### src/design/peIngressPkg.sv
package peIngressPkg;

    // Host packet width and node tag width
    localparam int PKT_W = 14;
    localparam int NODE_W = 4;

    // PE node count
    localparam int NUM_NODES = 4;
    // Node select bits on the host word address
    localparam int NODE_SEL_W = $clog2(NUM_NODES);

    // Per-node instruction FIFO entries
    localparam int FIFO_DEPTH = 16;
    // Router side queue entries
    localparam int EGRESS_DEPTH = 4;

    // Saturating ack credit counter
    localparam int CREDIT_W = 3;
    localparam int CREDIT_MAX = (1 << CREDIT_W) - 1;

    // Wishbone data bus width
    localparam int WB_DAT_W = 32;

    // Host packet, bit 0 is ifmap(0) or filter(1), bit 1 is timestep
    // Filter body holds the row, ifmap body holds x and y locations
    typedef struct packed {
        logic [PKT_W-3:0] body;
        logic             timestep;
        logic             isFilter;
    } instPktT;

    // Router packet, payload above node number
    typedef struct packed {
        instPktT           pkt;
        logic [NODE_W-1:0] node;
    } tagPktT;

    // Wishbone classic request
    typedef struct packed {
        logic                  cyc;
        logic                  stb;
        logic                  we;
        logic [NODE_SEL_W-1:0] adr;
        logic [WB_DAT_W-1:0]   dat;
    } wbReqT;

    // Wishbone classic response
    typedef struct packed {
        logic                ack;
        logic [WB_DAT_W-1:0] dat;
    } wbRspT;

endpackage

### src/design/pktFifo.sv
`timescale 1ns/100ps

module pktFifo #(
    parameter int  DEPTH    = 16,
    parameter type payloadT = logic
) (
    input  logic    clk,
    input  logic    rst,
    // Write side
    input  logic    pushValid,
    input  payloadT pushData,
    // Read side
    input  logic    popReady,
    output logic    popValid,
    output payloadT popData,
    output logic    full
);

    // Pointers carry one extra wrap bit
    logic [$clog2(DEPTH):0] wrPtr;
    logic [$clog2(DEPTH):0] rdPtr;
    logic                   doPush;
    logic                   doPop;

    // Storage, no reset
    payloadT mem [DEPTH];

    // Same index, different wrap bit means full
    assign full = (wrPtr[$clog2(DEPTH)] != rdPtr[$clog2(DEPTH)]) &&
                  (wrPtr[$clog2(DEPTH)-1:0] == rdPtr[$clog2(DEPTH)-1:0]);

    // Equal pointers means empty
    assign popValid = (wrPtr != rdPtr);

    assign doPush = pushValid && !full;
    assign doPop = popValid && popReady;

    // Head read straight from the array
    assign popData = mem[rdPtr[$clog2(DEPTH)-1:0]];

    always_ff @(posedge clk) begin
        if (doPush) begin
            mem[wrPtr[$clog2(DEPTH)-1:0]] <= pushData;
        end
    end

    // Pointer update
    always_ff @(posedge clk) begin
        if (rst) begin
            wrPtr <= '0;
            rdPtr <= '0;
        end else begin
            if (doPush) begin
                wrPtr <= wrPtr + 1'b1;
            end
            if (doPop) begin
                rdPtr <= rdPtr + 1'b1;
            end
        end
    end

endmodule

### src/design/instFifo.sv
`timescale 1ns/100ps

module instFifo import peIngressPkg::*; #(
    parameter int NODE = 0
) (
    input  logic    clk,
    input  logic    rst,
    // From the host slave
    input  logic    pushValid,
    input  instPktT pushPkt,
    output logic    full,
    // One-cycle ack pulse from the PE
    input  logic    peAck,
    // Toward the arbiter
    input  logic    outReady,
    output logic    outValid,
    output tagPktT  outPkt
);

    logic                headValid;
    instPktT             headPkt;
    logic                headGated;
    logic                pop;
    logic                useCredit;
    logic [CREDIT_W-1:0] credits;

    pktFifo #(
        .DEPTH    (FIFO_DEPTH),
        .payloadT (instPktT)
    ) i_pktFifo (
        .clk       (clk),
        .rst       (rst),
        .pushValid (pushValid),
        .pushData  (pushPkt),
        .popReady  (pop),
        .popValid  (headValid),
        .popData   (headPkt),
        .full      (full)
    );

    // New ifmap set, waits for a PE ack
    assign headGated = !headPkt.isFilter && !headPkt.timestep;

    // Gated head held while no credit left
    assign outValid = headValid && (!headGated || (credits != '0));
    assign pop = outValid && outReady;

    // Gated head spends one credit on transfer
    assign useCredit = pop && headGated;

    // Node number in the low bits
    assign outPkt = '{pkt: headPkt, node: NODE_W'(NODE)};

    // Credit counter
    // Early acks are banked up to CREDIT_MAX
    always_ff @(posedge clk) begin
        if (rst) begin
            credits <= '0;
        end else if (useCredit && !peAck) begin
            credits <= credits - 1'b1;
        end else if (!useCredit && peAck && (credits != CREDIT_W'(CREDIT_MAX))) begin
            credits <= credits + 1'b1;
        end
        // Ack together with a spend leaves the count as is
    end

endmodule

### src/design/wbIngress.sv
`timescale 1ns/100ps

module wbIngress import peIngressPkg::*; (
    input  logic                 clk,
    input  logic                 rst,
    // Host Wishbone slave
    input  wbReqT                hostReq,
    output wbRspT                hostRsp,
    // Node FIFO write side
    input  logic [NUM_NODES-1:0] full,
    output logic [NUM_NODES-1:0] pushValid,
    output instPktT              pushPkt
);

    logic                ackQ;
    logic                canAck;
    logic [WB_DAT_W-1:0] rdDatQ;

    // Ack one cycle after stb
    // Writes wait while the target FIFO is full
    assign canAck = hostReq.cyc && hostReq.stb && !ackQ &&
                    (!hostReq.we || !full[hostReq.adr]);

    always_ff @(posedge clk) begin
        if (rst) begin
            ackQ <= 1'b0;
        end else begin
            ackQ <= canAck;
        end
    end

    // Status word, not-full flag per node
    always_ff @(posedge clk) begin
        if (canAck && !hostReq.we) begin
            rdDatQ <= WB_DAT_W'(~full);
        end
    end

    // Master still holds adr and dat during the ack cycle
    // so the push strobe decodes them directly
    always_comb begin
        pushValid = '0;
        for (int n = 0; n < NUM_NODES; n++) begin
            if (ackQ && hostReq.we && (hostReq.adr == NODE_SEL_W'(n))) begin
                pushValid[n] = 1'b1;
            end
        end
    end

    // Low 14 bits carry the packet
    assign pushPkt = hostReq.dat[PKT_W-1:0];

    assign hostRsp = '{ack: ackQ, dat: rdDatQ};

endmodule

### src/design/nodeArbiter.sv
`timescale 1ns/100ps

module nodeArbiter import peIngressPkg::*; (
    input  logic                 clk,
    input  logic                 rst,
    // Node streams
    input  logic [NUM_NODES-1:0] reqValid,
    input  tagPktT               reqPkt [NUM_NODES],
    output logic [NUM_NODES-1:0] reqReady,
    // Merged stream
    input  logic                 mergeReady,
    output logic                 mergeValid,
    output tagPktT               mergePkt
);

    logic [NODE_SEL_W-1:0] lastQ;
    logic [NODE_SEL_W-1:0] scanIdx;
    logic [NODE_SEL_W-1:0] grantIdx;
    logic                  anyValid;

    // Search starts at the node after the last grant
    // Index wraps through the natural width, node count is a power of two
    always_comb begin
        anyValid = 1'b0;
        grantIdx = lastQ;
        scanIdx = lastQ;
        for (int i = 0; i < NUM_NODES; i++) begin
            scanIdx = lastQ + NODE_SEL_W'(i + 1);
            if (!anyValid && reqValid[scanIdx]) begin
                anyValid = 1'b1;
                grantIdx = scanIdx;
            end
        end
    end

    assign mergeValid = anyValid;
    assign mergePkt = reqPkt[grantIdx];

    // Only the granted node sees ready
    always_comb begin
        reqReady = '0;
        reqReady[grantIdx] = anyValid && mergeReady;
    end

    // Pointer moves on a transfer only
    // Node 0 first after reset
    always_ff @(posedge clk) begin
        if (rst) begin
            lastQ <= NODE_SEL_W'(NUM_NODES - 1);
        end else if (anyValid && mergeReady) begin
            lastQ <= grantIdx;
        end
    end

endmodule

### src/design/wbEgress.sv
`timescale 1ns/100ps

module wbEgress import peIngressPkg::*; (
    input  logic   clk,
    input  logic   rst,
    // Merged stream from the arbiter
    input  logic   mergeValid,
    input  tagPktT mergePkt,
    output logic   mergeReady,
    // Router Wishbone master
    input  wbRspT  routerRsp,
    output wbReqT  routerReq
);

    logic   qFull;
    logic   headValid;
    tagPktT headPkt;
    logic   pop;
    logic   busyQ;
    tagPktT reqPktQ;

    // Short egress queue
    pktFifo #(
        .DEPTH    (EGRESS_DEPTH),
        .payloadT (tagPktT)
    ) i_egressQ (
        .clk       (clk),
        .rst       (rst),
        .pushValid (mergeValid),
        .pushData  (mergePkt),
        .popReady  (pop),
        .popValid  (headValid),
        .popData   (headPkt),
        .full      (qFull)
    );

    // Full queue stalls the arbiter and the node FIFOs behind it
    assign mergeReady = !qFull;

    // Head leaves the queue on router ack
    assign pop = busyQ && routerRsp.ack;

    // Bus cycle open from load until ack
    always_ff @(posedge clk) begin
        if (rst) begin
            busyQ <= 1'b0;
        end else if (pop) begin
            busyQ <= 1'b0;
        end else if (headValid) begin
            busyQ <= 1'b1;
        end
    end

    // Request payload latched at load, stable until ack
    always_ff @(posedge clk) begin
        if (!busyQ && headValid) begin
            reqPktQ <= headPkt;
        end
    end

    // Single router port, adr stays zero
    assign routerReq = '{cyc: busyQ, stb: busyQ, we: busyQ, adr: '0,
                         dat: WB_DAT_W'(reqPktQ)};

endmodule

### src/design/peIngressTop.sv
`timescale 1ns/100ps

module peIngressTop import peIngressPkg::*; (
    input  logic                 clk,
    input  logic                 rst,
    // Host side
    input  wbReqT                hostReq,
    output wbRspT                hostRsp,
    // PE ack pulses, one per node
    input  logic [NUM_NODES-1:0] peAck,
    // Router side
    input  wbRspT                routerRsp,
    output wbReqT                routerReq
);

    logic [NUM_NODES-1:0] pushValid;
    instPktT              pushPkt;
    logic [NUM_NODES-1:0] full;
    logic [NUM_NODES-1:0] outValid;
    logic [NUM_NODES-1:0] outReady;
    tagPktT               outPkt [NUM_NODES];
    logic                 mergeValid;
    logic                 mergeReady;
    tagPktT               mergePkt;

    wbIngress i_wbIngress (
        .clk       (clk),
        .rst       (rst),
        .hostReq   (hostReq),
        .hostRsp   (hostRsp),
        .full      (full),
        .pushValid (pushValid),
        .pushPkt   (pushPkt)
    );

    // One instruction FIFO per PE node
    for (genvar n = 0; n < NUM_NODES; n++) begin : g_node
        instFifo #(
            .NODE (n)
        ) i_instFifo (
            .clk       (clk),
            .rst       (rst),
            .pushValid (pushValid[n]),
            .pushPkt   (pushPkt),
            .full      (full[n]),
            .peAck     (peAck[n]),
            .outReady  (outReady[n]),
            .outValid  (outValid[n]),
            .outPkt    (outPkt[n])
        );
    end

    nodeArbiter i_nodeArbiter (
        .clk        (clk),
        .rst        (rst),
        .reqValid   (outValid),
        .reqPkt     (outPkt),
        .reqReady   (outReady),
        .mergeReady (mergeReady),
        .mergeValid (mergeValid),
        .mergePkt   (mergePkt)
    );

    wbEgress i_wbEgress (
        .clk        (clk),
        .rst        (rst),
        .mergeValid (mergeValid),
        .mergePkt   (mergePkt),
        .mergeReady (mergeReady),
        .routerRsp  (routerRsp),
        .routerReq  (routerReq)
    );

endmodule

### config.mk
export PLATFORM = sky130hd
export DESIGN_NAME = peIngressTop
export DESIGN_NICKNAME = d
export VERILOG_FILES = /design/src/design/peIngressPkg.sv /design/src/design/pktFifo.sv /design/src/design/instFifo.sv /design/src/design/wbIngress.sv /design/src/design/nodeArbiter.sv /design/src/design/wbEgress.sv /design/src/design/peIngressTop.sv
export SDC_FILE = /design/constraint.sdc
export NUM_CORES = 1
export LEC_CHECK = 0
export ABC_AREA = 1
export BUFFER_PORTS_ARGS = -buffer_cell sky130_fd_sc_hd__clkbuf_2
export CAP_MARGIN = 25
export CORE_MARGIN = 4
export CORE_UTILIZATION = 50
export DETAILED_ROUTE_END_ITERATION = 12
export PLACE_DENSITY = 0.69
export SYNTH_ARGS = -nofsm -noshare
export SYNTH_HDL_FRONTEND = slang
export SYNTH_SLANG_ARGS = --single-unit
### constraint.sdc
create_clock -name clk -period 6.2 [get_ports clk]
set_input_delay 0.31 -clock clk [delete_from_list [all_inputs] [get_ports clk]]
set_output_delay 0.31 -clock clk [all_outputs]
set_load 0.005 [all_outputs]
# --- Word level (Yosys, flattened, before mapping) ---
# Memories as Yosys holds them, arrays and structs flattened. A register that Yosys moved wholly into a read port is not among the register bits.
# Index checks and enable logic that the tools add are counted.
# Widths: inputs -> output; s select.
op_classes:
  addsub: 21
  mul: 0
  n_div: 0
  order_cmp: 8
  n_eq_ne: 22
  n_shift: 0
  muxes: 53
  n_bitwise: 3
  reduce_logical: 105
op_table:
  columns: ["cell", "count"]
  rows:
  - ["$logic_and 1x1->1", 58]
  - ["$add 5x1->5 const B", 8]
  - ["$bmux 18 s2", 1]
  - ["$mux 18", 2]
  - ["$logic_not 1->1", 32]
  - ["$mux 4", 8]
  - ["$not 4->32", 1]
  - ["$mux 1", 24]
  - ["$mux 3", 8]
  - ["$ne 5x5->1", 4]
  - ["$add 3x1->3 const B", 6]
  - ["$lt 2x3->1 const B", 6]
  - ["$eq 4x4->1", 4]
  - ["$ne 3x3->1 const B", 4]
  - ["$reduce_bool 3->1", 4]
  - ["$sub 3x1->3 const B", 4]
  - ["$bmux 1 s2", 5]
  - ["$mux 2", 4]
  - ["$reduce_bool 2->1", 4]
  - ["$logic_or 1x1->1", 5]
  - ["$ne 1x1->1", 5]
  - ["$add 2x2->2 const B", 2]
  - ["$and 4x4->4", 1]
  - ["$eq 2x2->1 const B", 2]
  - ["10 further kinds", 10]
word_totals:
  regBits: 94
  latch_bits: 0
  mem_bits_rw: 968
  mem_bits_ro: 0
  out_inout_bits: 70
  elab_cells: 235
  memories: 5
memory_table:
  columns: ["memory", "depth", "width", "read_ports", "rd_clocked_by_memory_dff", "wr", "line", "rtl"]
  rows:
  - ["g_node[0].i_instFifo.i_pktFifo.mem", 16, 14, 1, 1, 1, "pktFifo.sv:26", "payloadT mem [DEPTH];"]
  - ["g_node[1].i_instFifo.i_pktFifo.mem", 16, 14, 1, 1, 1, "pktFifo.sv:26", null]
  - ["g_node[2].i_instFifo.i_pktFifo.mem", 16, 14, 1, 1, 1, "pktFifo.sv:26", null]
  - ["g_node[3].i_instFifo.i_pktFifo.mem", 16, 14, 1, 1, 1, "pktFifo.sv:26", null]
  - ["i_wbEgress.i_egressQ.mem", 4, 18, 1, 1, 1, "pktFifo.sv:26", null]

# --- Longest topological paths before layout ---
depth:
  ltp_word: 29
  mapped_depth: 28
  mapped_depth_nobuf: 26

# --- Cells and area by module ---
# Synthesis repeated with hierarchy kept, for this count alone.
hier_totals:
  cells_unflattened: 4196
  area_unflattened_um2: 46721.1
by_module_without_submodules:
  columns: ["module", "instances", "cells_per_inst", "area_each_um2", "seq_area_each_um2"]
  rows:
  - ["pktFifo (g_node[1].i_instFifo.i_pktFifo ...)", 3, 841, 9875.7, 7006.7]
  - ["pktFifo (g_node[0].i_instFifo.i_pktFifo)", 1, 837, 9899.5, 7006.7]
  - ["pktFifo (i_wbEgress.i_egressQ)", 1, 249, 3181.8, 2322.2]
  - ["nodeArbiter", 1, 281, 1433.9, 40.0]
  - ["instFifo (g_node[1].i_instFifo ...)", 3, 46, 316.6, 60.1]
  - ["wbEgress", 1, 48, 740.7, 560.5]
  - ["wbIngress", 1, 75, 575.6, 140.1]
  - ["instFifo (g_node[0].i_instFifo)", 1, 45, 312.8, 60.1]

# --- Least setup slack after synthesis ---
# Ideal clock, no wire load.
synth_timing:
  path_kind: "reg2reg"
  from: "register with a tool-made name"
  to: "register g_node[1].i_instFifo.credits[2]"
  setup_time_ps: 115
  arrival_time_ps: 3001
  t_required_ps: 6085
  setup_slack_ps: 3084
  stages_incl_launch_ff: 24
  path_buffers: 2
  synth_period_minus_slack_ps: 3116
  path_cell_list: "dfxtp_1 buf_4 buf_4 o211ai_1 nand3_1 nand3_1 nand2_1 nor2_4 nand2_1 nand3_1 nand3_2 nand2_2 nand4_1 nand2_1 nand2_1 nand2_2 inv_2 nor2_4 nand3_2 fa_1 inv_1 nand3_1 a21oi_1 nor2_1"
synth_rtl:
  columns: ["item", "line", "rtl"]
  rows:
  - ["end signal: assignment", "instFifo.sv:60", "credits <= credits - 1'b1;"]
  - ["end signal: assignment", "instFifo.sv:62", "credits <= credits + 1'b1;"]
  - ["end: declaration", "instFifo.sv:25", "logic [CREDIT_W-1:0] credits;"]

==> results.yml <==
logic_synthesis:
  synthSimpleGateAreaFrac: 0.105
  yosys.area.top_type_share: 0.685
  synth_compound_area_frac: 0.118
  synthAdderAreaFrac: 0.00914
  ys.warnings.count: 0
  yosysSeqAreaShare: 0.721
  syn_avg_cell_area_sq_um: 12.4
  yosysTopAreaCell: "edfxtp_1"
  synth_mux_area_frac: 0
  synthCells: 3472
  ys_top_cells_by_count: "edfxtp_1, nor2_1, o21ai_0"
  yosys_register_bits: 1058
  synth_top_family_by_area: "compound AO/OA/AOI/OAI gates"
  synthXorXnorAreaFrac: 0.00469
  async_flop_share: 0
  synthTopCellsByArea: "edfxtp_1, o21ai_0, nor2_1"
  ys_types: 50
  synth_most_common_cell: "edfxtp_1"
  ys.flop_type: "edfxtp_1"
  synth_edf_count: 980
  synth_area_sq_mm: 0.0430
setup_path:
  worstPathArrival_ns: 5.68
  required_ns: 6.77
  cp-end-kind: "flip-flop"
  worstPathMaxFanout: 48
  path_class: "reg2reg"
  critPathLaunchType: "flip-flop"
power:
  irDropWorstVdd_mv: 0.250
  power_density_mw_per_mm2: 377
  total_power_mw: 18.1
  p_leak_nw: 16.4
clock_network:
  htreeDepth: 3
  cts_max_path_buffers: 3
  cts.clk_slew.worst_paths_ns: 0.06
  clockRootBuffer: "clkbuf_16"
  clock_sinks: 1058
  clock_latency_ns: 0.67
  ctsResizeCount: 0
  numCtsBuffers: 104
  cts_tree: "yes"
  cts_setup_buffers: 0
run:
  cap_violations: 0
placed_design:
  gp_congestion: 0.829
  port_buffers: 49
  place_area_sq_mm: 0.0445
  placed_cells: 4565
  dp_hpwl_microns: 57200
global_routing:
  grt_util_all_layers: 0.221
  grt_pass1_vias: 25500
  grt_first_pass_wirelength_microns: 154000
  antenna_found_initial: 6
  gr-total-overflow: 0
  grt_max_degree: 74
sta:
  slew_violations: 0
  tns_ns: 0
  rsz0062_at_grt: "no"
  period_share: 0.825
  fmax_mhz: 195
  hold_viol: 0
  fin_crit_ns: 5.12
  worst_pin_slew_ns: 1.04
  setup_viol: 0
  fin_skew_ns: 0.0228
  hold_slack_ns: 0.0601
  max-slew-margin-rel: 0.295
cells_and_area:
  drive_gt1_frac: 0.108
  final_nets: 3636
  layout.cells.non_filler: 4764
  postLayoutCellArea_sq_mm: 0.0480
  nFillCells: 6853
  area_growth_syn_to_layout_pct: 11.8
drt:
  drcViolationCount: 0
  viasPerCell: 5.74
  vias: 27400
  post_drt_wl_per_cell_microns: 21.2
  wl_microns: 101000
  drtIter0Drc: 3190
  dr.pass1.iters: 6
  ant_nets: 0
floorplanning:
  die_w_microns: 301
  initial_utilization: 0.504
  die_area_sq_mm: 0.0907
  core_sq_mm: 0.0853
  rows: 107
  io_pins: 146
  die_height_microns: 301
outcome:
  status: "completed"
min_path:
  min_path_type: "in2reg"
per-layer routing:
metal | track usage | wire length, microns
met5 | 0 | 11
met4 | 0.0620 | 2510
met2 | 0.344 | 46600
met1 | 0.328 | 43300
met3 | 0.0333 | 8700
cells in the final DEF (no fill, tap or decap), types with 15 or more instances in the layout:
cell       count
clkinv_2      17
clkbuf_2      50
nand2_1      296
dfxtp_1       71
bufinv_16     15
o22ai_1       92
clkbuf_1      23
ha_1          25
inv_1        147
nor2_2        25
nor3_1        16
edfxtp_1     980
a31oi_1       18
o211ai_1      32
o221ai_1     117
conb_1        46
clkbuf_16    105
nor2_1       575
nand3_1      131
a21oi_1       44
buf_4        101
o21ai_0      526
where the power goes:
group          switching (mW)  leakage (nW)  internal (mW)
Clock                    2.62          1.73           3.84
Combinational            2.32          5.19          0.790
Sequential              0.129          9.45           8.38
final cells by class:
| type | count | area (sq um) | area share |
|---|---|---|---|
| Inverter | 161 | 609 | 0.0127 |
| Clock buffer | 136 | 2820 | 0.0588 |
| Tap cell | 1144 | 1430 | 0.0298 |
| Sequential cell | 1058 | 31000 | 0.645 |
| Antenna cell | 1 | 2.50 | 0.0000521 |
| Clock inverter | 58 | 723 | 0.0151 |
| Multi-Input combinational cell | 2052 | 10400 | 0.217 |
| Timing Repair Buffer | 154 | 1040 | 0.0216 |
cells by family (layout without fill, tap and decap cells):
group                      Yosys count  in the layout
and+or+nand+nor                   1090           1090
buffers and inverters              406            509
other                                2             47
DFF                               1058           1058
xor gates and xnor gates            23             23
adders and majority gates           29             29
AOI/OAI and AO/OA                  864            864
critical path: stages, from the launching register on:
cell and delay, ns:
dfxtp_4 0.44, inv_2 0.66, nand2_1 0.15, nand3_1 0.13, nand3_1 0.09, nand3_1 0.20
nand2_1 0.18, nor2_4 0.20, nand2_2 0.11, nand3_2 0.11, nand3_1 0.13, nand2_2 0.14
nand3_2 0.09, nand2_1 0.07, nand2_1 0.34, inv_2 0.52, nand3_1 0.21, nor2_4 0.26
nand3_2 0.17, fa_1 0.43, inv_1 0.07, nand3_1 0.09, a21oi_1 0.13, nor2_1 0.06
sequential cells by signal, summed over array words and instances (netlist names), 3 cells and up, named ones only:
signal	count
i_wbEgress.i_egressQ.rdPtr	3
g_node.i_instFifo.i_pktFifo.rdPtr	20
g_node.i_instFifo.i_pktFifo.wrPtr	20
i_wbEgress.i_egressQ.wrPtr	3
g_node.i_instFifo.i_pktFifo.mem	896
i_wbIngress.rdDatQ	4
g_node.i_instFifo.credits	12
i_wbEgress.routerReq	16
i_wbEgress.i_egressQ.mem	64
final timing paths:
kind	from	end	slack, ns	depth (start not counted)
worst min-delay path	peAck[0]	g_node[0].i_instFifo.credits[2]$_SDFFE_PP0P_	0.06	5
worst max-delay path	flip-flop	g_node[3].i_instFifo.credits[2]$_SDFFE_PP0P_	1.08	23
worst max register to register	flip-flop	g_node[3].i_instFifo.credits[2]$_SDFFE_PP0P_	1.08	23
worst min register to register	g_node[3].i_instFifo.i_pktFifo.wrPtr[4]$_SDFFE_PP0P_	g_node[3].i_instFifo.i_pktFifo.wrPtr[4]$_SDFFE_PP0P_	0.48	1
repair_timing:
| item | 4_1_cts | 5_1_grt |
|---|---|---|
| endpoints found under the hold margin | 2 | 0 |
| setup endpoints to repair | 0 | 0 |
| hold buffers | 3 | 0 |
per-stage QoR:
step / setup slack (ns) / util
after floorplan: 3.08 / -
after global placement: 1.31 / 0.521
after detailed placement: 1.24 / 0.521
after CTS: 1.20 / 0.563
after global routing: 0.628 / 0.563
final: 1.08 / 0.563
(Power assumes the default switching activity.)
